$ cat config.mk
export PLATFORM = sky130hd
export DESIGN_NAME = board_top
export DESIGN_NICKNAME = d
export VERILOG_FILES = /design/src/hw/audio_board_pkg.sv /design/src/hw/board_top.sv /design/src/hw/i2s_audio_out.sv /design/src/hw/lab_top.sv /design/src/hw/mic_i2s_receiver.sv
export SDC_FILE = /design/constraint.sdc
export NUM_CORES = 1
export LEC_CHECK = 0
export BUFFER_PORTS_ARGS = -buffer_cell sky130_fd_sc_hd__buf_2
export CAP_MARGIN = 20
export CORE_ASPECT_RATIO = 0.6
export CORE_MARGIN = 5
export CORE_UTILIZATION = 45
export DETAILED_ROUTE_END_ITERATION = 10
export GPL_ROUTABILITY_DRIVEN = 0
export GPL_TIMING_DRIVEN = 0
export PLACE_DENSITY_LB_ADDON = 0.15
export SYNTH_ARGS = -nofsm -noshare
export SYNTH_HDL_FRONTEND = slang
export SYNTH_SLANG_ARGS = --single-unit
$ cat constraint.sdc
create_clock -name clk -period 6.5 [get_ports clk]
set_input_delay 0.65 -clock clk [delete_from_list [all_inputs] [get_ports clk]]
set_output_delay 0.65 -clock clk [all_outputs]
set_load 0.05 [all_outputs]
$ cat src/hw/audio_board_pkg.sv
`default_nettype none

package audio_board_pkg;

    // ----------------------------------------
    // Clock and divider constants
    // ----------------------------------------

    localparam int clk_mhz   = 50;             // System clock in MHz
    localparam int sck_div   = clk_mhz / 12;   // 4 at 50 MHz so sck is 6.25 MHz
    localparam int bclk_div  = clk_mhz / 12;   // Same rate as the mic side

    // ----------------------------------------
    // Board widths
    // ----------------------------------------

    localparam int w_key     = 2;              // Push buttons
    localparam int w_sw      = 3;              // User switches
    localparam int w_led     = 8;              // Board LEDs
    localparam int w_mic     = 24;             // INMP441 sample width
    localparam int w_sound   = 16;             // DAC word width
    localparam int slot_bits = 32;             // Bit clocks per channel slot

    // Mic sample plus dropped-frame marker
    typedef struct packed {
        logic                    overrun;      // Earlier frame was lost
        logic signed [w_mic-1:0] sample;       // Left slot, MSB first on the wire
    } mic_frame_t;

    // Stereo word pair for the DAC
    typedef struct packed {
        logic signed [w_sound-1:0] left;
        logic signed [w_sound-1:0] right;
    } sound_frame_t;

    // Producer side of a four-phase req/ack
    typedef enum logic [1:0] {
        HS_IDLE,                               // req low and ack low
        HS_REQ,                                // req high and waiting for ack
        HS_DROP                                // req dropped and waiting for ack low
    } hs_state_t;

    // Gain opcodes from sw[1:0]
    typedef enum logic [1:0] {
        MODE_MUTE   = 2'd0,
        MODE_PASS   = 2'd1,
        MODE_HALF   = 2'd2,
        MODE_INVERT = 2'd3
    } gain_mode_t;

    // Receiver position inside the I2S frame
    typedef enum logic [1:0] {
        RX_WAIT_WS,                            // Waiting for ws to fall
        RX_SKIP,                               // I2S delay bit
        RX_SHIFT,                              // Capturing sample bits
        RX_IGNORE                              // Rest of left slot and right slot
    } rx_state_t;

endpackage

`default_nettype wire
$ cat src/hw/board_top.sv
`timescale 1ns/10ps
`default_nettype none

module board_top
(
    input  logic                              clk,
    input  logic                              rst,
    input  logic [audio_board_pkg::w_key-1:0] key,       // Active low
    input  logic [audio_board_pkg::w_sw-1:0]  sw,
    input  logic                              mic_sd,
    output logic [audio_board_pkg::w_led-1:0] led,
    output logic                              mic_sck,
    output logic                              mic_ws,
    output logic                              dac_bclk,
    output logic                              dac_lrclk,
    output logic                              dac_sdata
);
    import audio_board_pkg::*;

    logic [1:0]         rst_sync;                       // Release synchronizer
    logic               rst_int;                        // Reset for all children
    logic [w_key-1:0]   key_int;                        // Active high keys
    logic [w_led-1:0]   lab_led;                        // Unregistered from lab core

    logic               mic_req;
    logic               mic_ack;
    mic_frame_t         mic_frame;

    logic               snd_req;
    logic               snd_ack;
    sound_frame_t       snd_frame;

    // ----------------------------------------
    // Reset and keys
    // ----------------------------------------

    // Assert at once, release after two clk edges
    always_ff @(posedge clk or posedge rst)
    begin
        if (rst)
            rst_sync <= 2'b11;
        else
            rst_sync <= {rst_sync[0], 1'b0};
    end

    assign rst_int = rst_sync[1];
    assign key_int = ~key;                              // Board keys pull low

    // ----------------------------------------
    // LED output register
    // ----------------------------------------

    always_ff @(posedge clk or posedge rst_int)
    begin
        if (rst_int)
            led <= '0;
        else
            led <= lab_led;                             // Keeps glitches off the pins
    end

    // ----------------------------------------
    // Lab core and I2S peripherals
    // ----------------------------------------

    mic_i2s_receiver i_microphone
    (
        .clk   ( clk       ),
        .rst   ( rst_int   ),
        .sck   ( mic_sck   ),
        .ws    ( mic_ws    ),
        .sd    ( mic_sd    ),
        .req   ( mic_req   ),
        .ack   ( mic_ack   ),
        .frame ( mic_frame )
    );

    lab_top i_lab
    (
        .clk       ( clk       ),
        .rst       ( rst_int   ),
        .key       ( key_int   ),
        .sw        ( sw        ),
        .mic_req   ( mic_req   ),
        .mic_frame ( mic_frame ),
        .mic_ack   ( mic_ack   ),
        .snd_req   ( snd_req   ),
        .snd_ack   ( snd_ack   ),
        .snd_frame ( snd_frame ),
        .led       ( lab_led   )
    );

    i2s_audio_out i_audio
    (
        .clk   ( clk       ),
        .rst   ( rst_int   ),
        .req   ( snd_req   ),
        .ack   ( snd_ack   ),
        .frame ( snd_frame ),
        .bclk  ( dac_bclk  ),
        .lrclk ( dac_lrclk ),
        .sdata ( dac_sdata )
    );

endmodule

`default_nettype wire

$ cat src/hw/i2s_audio_out.sv
`timescale 1ns/10ps
`default_nettype none

module i2s_audio_out
(
    input  logic                          clk,
    input  logic                          rst,
    input  logic                          req,
    output logic                          ack,
    input  audio_board_pkg::sound_frame_t frame,
    output logic                          bclk,
    output logic                          lrclk,
    output logic                          sdata
);
    import audio_board_pkg::*;

    logic [$clog2(bclk_div)-1:0]  div_cnt;
    logic [$clog2(slot_bits)-1:0] slot_cnt;           // bclk periods in the slot
    logic [2*slot_bits-1:0]       shift;              // Left slot then right slot
    logic                         tick;
    logic                         bclk_fall;
    logic                         slot_end;           // lrclk about to toggle
    logic                         frame_start;        // lrclk about to fall
    sound_frame_t                 hold;               // Replayed until replaced

    // ----------------------------------------
    // Consumer handshake
    // ----------------------------------------

    always_ff @(posedge clk or posedge rst)
    begin
        if (rst)
        begin
            ack  <= 1'b0;
            hold <= '0;                               // Silence before first frame
        end
        else if (req && !ack)
        begin
            ack  <= 1'b1;
            hold <= frame;
        end
        else if (ack && !req)
            ack <= 1'b0;
    end

    // ----------------------------------------
    // bclk and lrclk generation
    // ----------------------------------------

    assign tick        = int'(div_cnt) == bclk_div - 1;
    assign bclk_fall   = tick && bclk;
    assign slot_end    = bclk_fall && int'(slot_cnt) == slot_bits - 1;
    assign frame_start = slot_end && lrclk;

    always_ff @(posedge clk or posedge rst)
    begin
        if (rst)
        begin
            div_cnt  <= '0;
            bclk     <= 1'b0;
            lrclk    <= 1'b0;
            slot_cnt <= '0;
        end
        else
        begin
            div_cnt <= tick ? '0 : div_cnt + 1'b1;
            if (tick)
                bclk <= ~bclk;
            if (bclk_fall)
                slot_cnt <= slot_end ? '0 : slot_cnt + 1'b1;
            if (slot_end)
                lrclk <= ~lrclk;                      // Low is left
        end
    end

    // ----------------------------------------
    // Serializer
    // ----------------------------------------

    // Bit 63 leaves on every falling bclk so the MSB lags lrclk by one bclk
    always_ff @(posedge clk or posedge rst)
    begin
        if (rst)
        begin
            shift <= '0;
            sdata <= 1'b0;
        end
        else if (bclk_fall)
        begin
            sdata <= shift[2*slot_bits-1];           // Last pad bit on reload
            if (frame_start)
                shift <= {hold.left,  {(slot_bits-w_sound){1'b0}},
                          hold.right, {(slot_bits-w_sound){1'b0}}};
            else
                shift <= {shift[2*slot_bits-2:0], 1'b0};
        end
    end

endmodule

`default_nettype wire

$ cat src/hw/lab_top.sv
`timescale 1ns/10ps
`default_nettype none

module lab_top
(
    input  logic                              clk,
    input  logic                              rst,
    input  logic [audio_board_pkg::w_key-1:0] key,
    input  logic [audio_board_pkg::w_sw-1:0]  sw,
    input  logic                              mic_req,
    input  audio_board_pkg::mic_frame_t       mic_frame,
    output logic                              mic_ack,
    output logic                              snd_req,
    input  logic                              snd_ack,
    output audio_board_pkg::sound_frame_t     snd_frame,
    output logic [audio_board_pkg::w_led-1:0] led
);
    import audio_board_pkg::*;

    mic_frame_t                held;                  // Last accepted mic frame
    logic                      pend;                  // Held frame not yet offered
    logic                      ovr_seen;              // Sticky overrun indicator
    hs_state_t                 snd_state;
    gain_mode_t                mode;
    logic signed [w_sound-1:0] upper;                 // Top bits of the sample
    logic signed [w_sound-1:0] gained;
    sound_frame_t              sound_next;

    // ----------------------------------------
    // Gain selection
    // ----------------------------------------

    assign mode = key[0] ? MODE_MUTE : gain_mode_t'(sw[1:0]);  // Key overrides switches

    always_comb
    begin
        upper = held.sample[w_mic-1 -: w_sound];
        case (mode)
            MODE_PASS:   gained = upper;
            MODE_HALF:   gained = upper >>> 1;       // Sign kept
            MODE_INVERT:
                if (upper == {1'b1, {(w_sound-1){1'b0}}})
                    gained = {1'b0, {(w_sound-1){1'b1}}};  // Clamp at positive max
                else
                    gained = -upper;
            default:     gained = '0;                // Mute
        endcase
        sound_next.left  = gained;
        sound_next.right = sw[2] ? '0 : gained;      // sw[2] silences right
    end

    // ----------------------------------------
    // Mic side consumer and sound side producer
    // ----------------------------------------

    always_ff @(posedge clk or posedge rst)
    begin
        if (rst)
        begin
            mic_ack   <= 1'b0;
            held      <= '0;                          // LEDs read dark after reset
            pend      <= 1'b0;
            ovr_seen  <= 1'b0;
            snd_req   <= 1'b0;
            snd_frame <= '0;
            snd_state <= HS_IDLE;
        end
        else
        begin
            // Take a new frame only with the sound side idle
            if (mic_req && !mic_ack && !pend && snd_state == HS_IDLE)
            begin
                mic_ack <= 1'b1;
                held    <= mic_frame;
                pend    <= 1'b1;
                if (mic_frame.overrun)
                    ovr_seen <= 1'b1;
            end
            else if (mic_ack && !mic_req)
                mic_ack <= 1'b0;                      // Fourth phase

            case (snd_state)
                HS_IDLE:
                    if (pend)
                    begin
                        snd_frame <= sound_next;      // Frozen until next idle
                        snd_req   <= 1'b1;
                        pend      <= 1'b0;
                        snd_state <= HS_REQ;
                    end
                HS_REQ:
                    if (snd_ack)
                    begin
                        snd_req   <= 1'b0;
                        snd_state <= HS_DROP;
                    end
                HS_DROP:
                    if (!snd_ack)
                        snd_state <= HS_IDLE;
                default:
                    snd_state <= HS_IDLE;
            endcase
        end
    end

    assign led = {ovr_seen, held.sample[w_mic-1 -: w_led-1]};  // Level bar plus overrun

endmodule

`default_nettype wire

$ cat src/hw/mic_i2s_receiver.sv
`timescale 1ns/10ps
`default_nettype none

module mic_i2s_receiver
(
    input  logic                        clk,
    input  logic                        rst,
    output logic                        sck,
    output logic                        ws,
    input  logic                        sd,
    output logic                        req,
    input  logic                        ack,
    output audio_board_pkg::mic_frame_t frame
);
    import audio_board_pkg::*;

    logic [$clog2(sck_div)-1:0]   div_cnt;
    logic [$clog2(slot_bits)-1:0] slot_cnt;           // sck periods in the slot
    logic [$clog2(w_mic)-1:0]     bit_cnt;            // Captured bits
    logic [w_mic-1:0]             shift;
    logic                         tick;               // sck about to toggle
    logic                         sck_rise;
    logic                         sck_fall;
    logic                         slot_end;           // ws about to toggle
    logic                         done;               // Pulse after the last bit
    logic                         ovr_pend;           // Frame lost since last offer
    rx_state_t                    rx_state;
    hs_state_t                    hs_state;

    // ----------------------------------------
    // sck and ws generation
    // ----------------------------------------

    assign tick     = int'(div_cnt) == sck_div - 1;
    assign sck_rise = tick && !sck;
    assign sck_fall = tick && sck;
    assign slot_end = sck_fall && int'(slot_cnt) == slot_bits - 1;

    always_ff @(posedge clk or posedge rst)
    begin
        if (rst)
        begin
            div_cnt  <= '0;
            sck      <= 1'b0;
            ws       <= 1'b0;
            slot_cnt <= '0;
        end
        else
        begin
            div_cnt <= tick ? '0 : div_cnt + 1'b1;
            if (tick)
                sck <= ~sck;
            if (sck_fall)
                slot_cnt <= slot_end ? '0 : slot_cnt + 1'b1;
            if (slot_end)
                ws <= ~ws;                            // On the falling sck edge
        end
    end

    // ----------------------------------------
    // Left slot capture
    // ----------------------------------------

    always_ff @(posedge clk or posedge rst)
    begin
        if (rst)
        begin
            rx_state <= RX_WAIT_WS;
            bit_cnt  <= '0;
            done     <= 1'b0;
        end
        else
        begin
            done <= 1'b0;
            case (rx_state)
                RX_WAIT_WS:
                    if (slot_end && ws)
                        rx_state <= RX_SKIP;          // ws falls here
                RX_SKIP:
                    if (sck_rise)
                    begin
                        bit_cnt  <= '0;
                        rx_state <= RX_SHIFT;
                    end
                RX_SHIFT:
                    if (sck_rise)
                    begin
                        bit_cnt <= bit_cnt + 1'b1;
                        if (int'(bit_cnt) == w_mic - 1)
                        begin
                            done     <= 1'b1;
                            rx_state <= RX_IGNORE;
                        end
                    end
                RX_IGNORE:
                    if (slot_end && !ws)
                        rx_state <= RX_WAIT_WS;       // Into the right slot
                default:
                    rx_state <= RX_WAIT_WS;
            endcase
        end
    end

    always_ff @(posedge clk)
    begin
        if (rx_state == RX_SHIFT && sck_rise)
            shift <= {shift[w_mic-2:0], sd};          // MSB arrives first
    end

    // ----------------------------------------
    // Producer handshake with overrun
    // ----------------------------------------

    always_ff @(posedge clk or posedge rst)
    begin
        if (rst)
        begin
            req      <= 1'b0;
            ovr_pend <= 1'b0;
            hs_state <= HS_IDLE;
        end
        else
        begin
            case (hs_state)
                HS_IDLE:
                    if (done)
                    begin
                        req      <= 1'b1;
                        ovr_pend <= 1'b0;             // Reported in this frame
                        hs_state <= HS_REQ;
                    end
                HS_REQ:
                    if (ack)
                    begin
                        req      <= 1'b0;
                        hs_state <= HS_DROP;
                    end
                HS_DROP:
                    if (!ack)
                        hs_state <= HS_IDLE;
                default:
                    hs_state <= HS_IDLE;
            endcase
            if (done && hs_state != HS_IDLE)
                ovr_pend <= 1'b1;                     // Consumer still busy
        end
    end

    always_ff @(posedge clk)
    begin
        if (done && hs_state == HS_IDLE)
        begin
            frame.sample  <= shift;
            frame.overrun <= ovr_pend;
        end
    end

endmodule

`default_nettype wire

==> reports/qor.txt <==
R2r startpoint: i_lab.held[13]
GRT Total Usage: 0.1598
CP startpoint kind: flip-flop
Antenna cells: 0
Synth Flop Type: dfrtp_1
Total wire length: 17,790 um
Clk root buf: clkbuf_16
Row count: 39
Pre-CTS worst setup slack: 3845 ps
Initial DRC Count: 525
Reg clk slew, reported paths: 60 ps
DR pass1 iterations: 5
VDD IR max: 0.0001619 V
DP HPWL: 12,570 um
Die span in x: 190.9 um
First-pass GRT wire length: 29,770 um
Starting Density: 0.4610
Final hold vios: 0
Crit share post-route: 0.3969
Data required time of the worst path: 6840 ps
Max Buffers Root-to-Sink: 3
Clock sinks: 217
FF-to-FF setup slack: 3920 ps
Status: complete, no violations
GRT overflow: 0
Kind of critical path: flip-flop to flip-flop
Endpoints failing setup: 0
Area Overhead vs Synth: 13.57%
Final net count: 833
Clock Latency Late Sink: 500 ps
Wire per inst: 16.28 um
H-tree Lvls: 1
Port bufs: 18
Number of global-route vias before repair: 5,775
Minimum clock period: 2580 ps
Share of cells above drive strength 1: 0.1511
Placed insts: 1,053
Commonest non-fill, non-tap cells in the layout: 174 x dfrtp_1, 151 x nand2_1, 54 x mux2_2, 53 x nor2_1, 49 x o21ai_0
Arr. time, crit path: 2920 ps
CP max-delay cell: a211oi_1
Vias per cell: 5.340
Final Core Density: 0.5235
Crit Path Max Fanout: 7
DRC: 0
Die Ht: 118.6 um
CP peak stage delay: 720 ps
YS warnings: 0
Synthesized area: 0.008840 mm^2
Number of synthesized flops with an enable pin: 41
Setup bufs post-CTS: 0
Post-synth ARST share: 0.8111
Synth area leader: dfrtp_1
Slew Limit Fails: 0
Leading post-synthesis cells by cell area: dfrtp_1 49%, edfxtp_1 14%, mux2_2 6.9%
Final Non-Filler Cells: 1,093
Via count: 5,837
Initial antenna violation count: 0
CP cell instances: or4_4, nor3_2, nor3_1, a211oi_1, o21ai_0
Die area: 0.02264 mm^2
Final WS setup: 3920 ps
Worst Skew: 7.917 ps
Mapped Nets: 788
CP startpoint: i_lab.held[13]
Post-route ant nets: 0
R2R Path End: i_lab.snd_frame[7]
RSZ-0062 raised after global routing: no
I/O pin count: 21
Synth Register Bits: 217
Leakage: 4.439 nW
Top-area cell type share of the netlist area: 0.4926
CTS Hold Bufs: 0
Peak Freq: 387.6 MHz
Fillers: 1,679
Maxcap violations: 0
PwrDens: 263.5 mW/mm^2
Most common cell after layout, fill and taps aside: dfrtp_1
Worst min path class: input port to asynchronous set/reset pin
Post-CTS Resized: 0
Core box area: 0.01918 mm^2
Critical Path End: i_lab.snd_frame[7]
Slew headroom: 0.4196
Distinct cells, synth: 55
FF-to-FF path depth: 5
CTS tree: yes
Pin count of the biggest net entering global routing: 108
Endpoint type of the worst setup path: flip-flop
Sequential area share after synthesis: 0.6378
Cells after Synth: 767
Worst-Margin Slew: 865.4 ps
Syn Area/Cell: 11.53 um^2
Total CTS buffers: 22
==> area by class of cell <==
class	instances	area, um^2	area share
plain buffers	38	156.4	0.01558
clock buffers	32	629.4	0.06269
clock inverters	7	68.82	0.006854
inverters	13	56.30	0.005608
multi-input cells	499	3002	0.2990
flip-flops and latches	217	5638	0.5616
well taps	266	332.8	0.03315
repair buffers	21	156.4	0.01558
==> flip-flops by register name (all words and copies together), names as in the netlist, 5 cells and up <==
| name | flops |
|---|---|
| i_lab.snd_frame | 32 |
| i_lab.held | 9 |
| i_microphone.slot_cnt | 5 |
| i_audio.shift | 48 |
| i_lab.led | 7 |
| i_microphone.frame | 17 |
| i_microphone.shift | 24 |
| i_audio.slot_cnt | 5 |
| i_microphone.bit_cnt | 5 |
| led | 8 |
| i_audio.hold | 32 |
==> cell families (layout without fill, tap and decap cells) <==
| logic type | Yosys count | after routing | synth area share |
|---|---|---|---|
| compound gates | 156 | 156 | 0.1064 |
| xor+xnor | 13 | 13 | 0.01288 |
| fa+ha+maj | 13 | 13 | 0.01840 |
| buf+inv | 51 | 111 | 0.02321 |
| flops | 217 | 217 | 0.6378 |
| mux | 56 | 56 | 0.07105 |
| other cells | 1 | 1 | 0.0004242 |
| simple gates | 260 | 260 | 0.1298 |
==> cells in the mapped netlist (all sizes together), types with 6 or more instances <==
cell and count:
nor3 13, nand2 152, a21oi 30, dfrtp 174
ha 13, edfxtp 41, nand3 10, nor2 53
a22o 11, a22oi 7, xor2 6, mux2 54
clkbuf 25, inv 13, a31oi 32, xnor2 7
o22ai 8, buf 13, o21ai 51
==> worst min path at each step <==
stage	from	to	slack, ps
after global routing	rst	rst_sync[1]	150
after CTS	rst	rst_sync[0]	140
after global placement	rst_sync[0]	rst_sync[1]	350
after floorplan	rst_sync[0]	rst_sync[1]	350
final	rst	rst_sync[0]	160
after detailed placement	rst_sync[1]	led[1]	310
==> metal layers <==
layer	GRT usage	up-vias	part of all wire
met2	0.2276	133	0.41
li1	-	2788	-
met3	0.03654	31	0.059
met5	0	-	0
met4	0.03587	0	0.017
met1	0.2500	2885	0.51
==> worst max-delay path: cells and delay by family (launching register included) <==
kind	cells	cell delay (ps)
AND/OR/NAND/NOR	3	1070
AO/OA/AOI/OAI	2	890
flip-flops	1	460
==> report_power, final <==
group / total, mW / internal (mW) / switching [mW]
Sequential: 1.39 / 1.39 / 0.00219
Combinational: 0.0375 / 0.00661 / 0.0309
Clock: 1.22 / 0.714 / 0.506
Total: 2.65 / 2.11 / 0.539
==> per-stage QoR <==
step / TNS [ps] / power (mW) / cell area (um^2) / hold WS, ps
floorplan: 0 / 1.437 / 8840 / 345.2
global placement: -27160 / 1.448 / 9263 / 348.3
detailed placement: 0 / 1.452 / 9314 / 310.8
CTS: 0 / 2.679 / 10010 / 142.4
global route: 0 / 2.743 / 10040 / 152.0
finish: 0 / 2.645 / 10040 / 158.8
(Power assumes the default switching activity.)
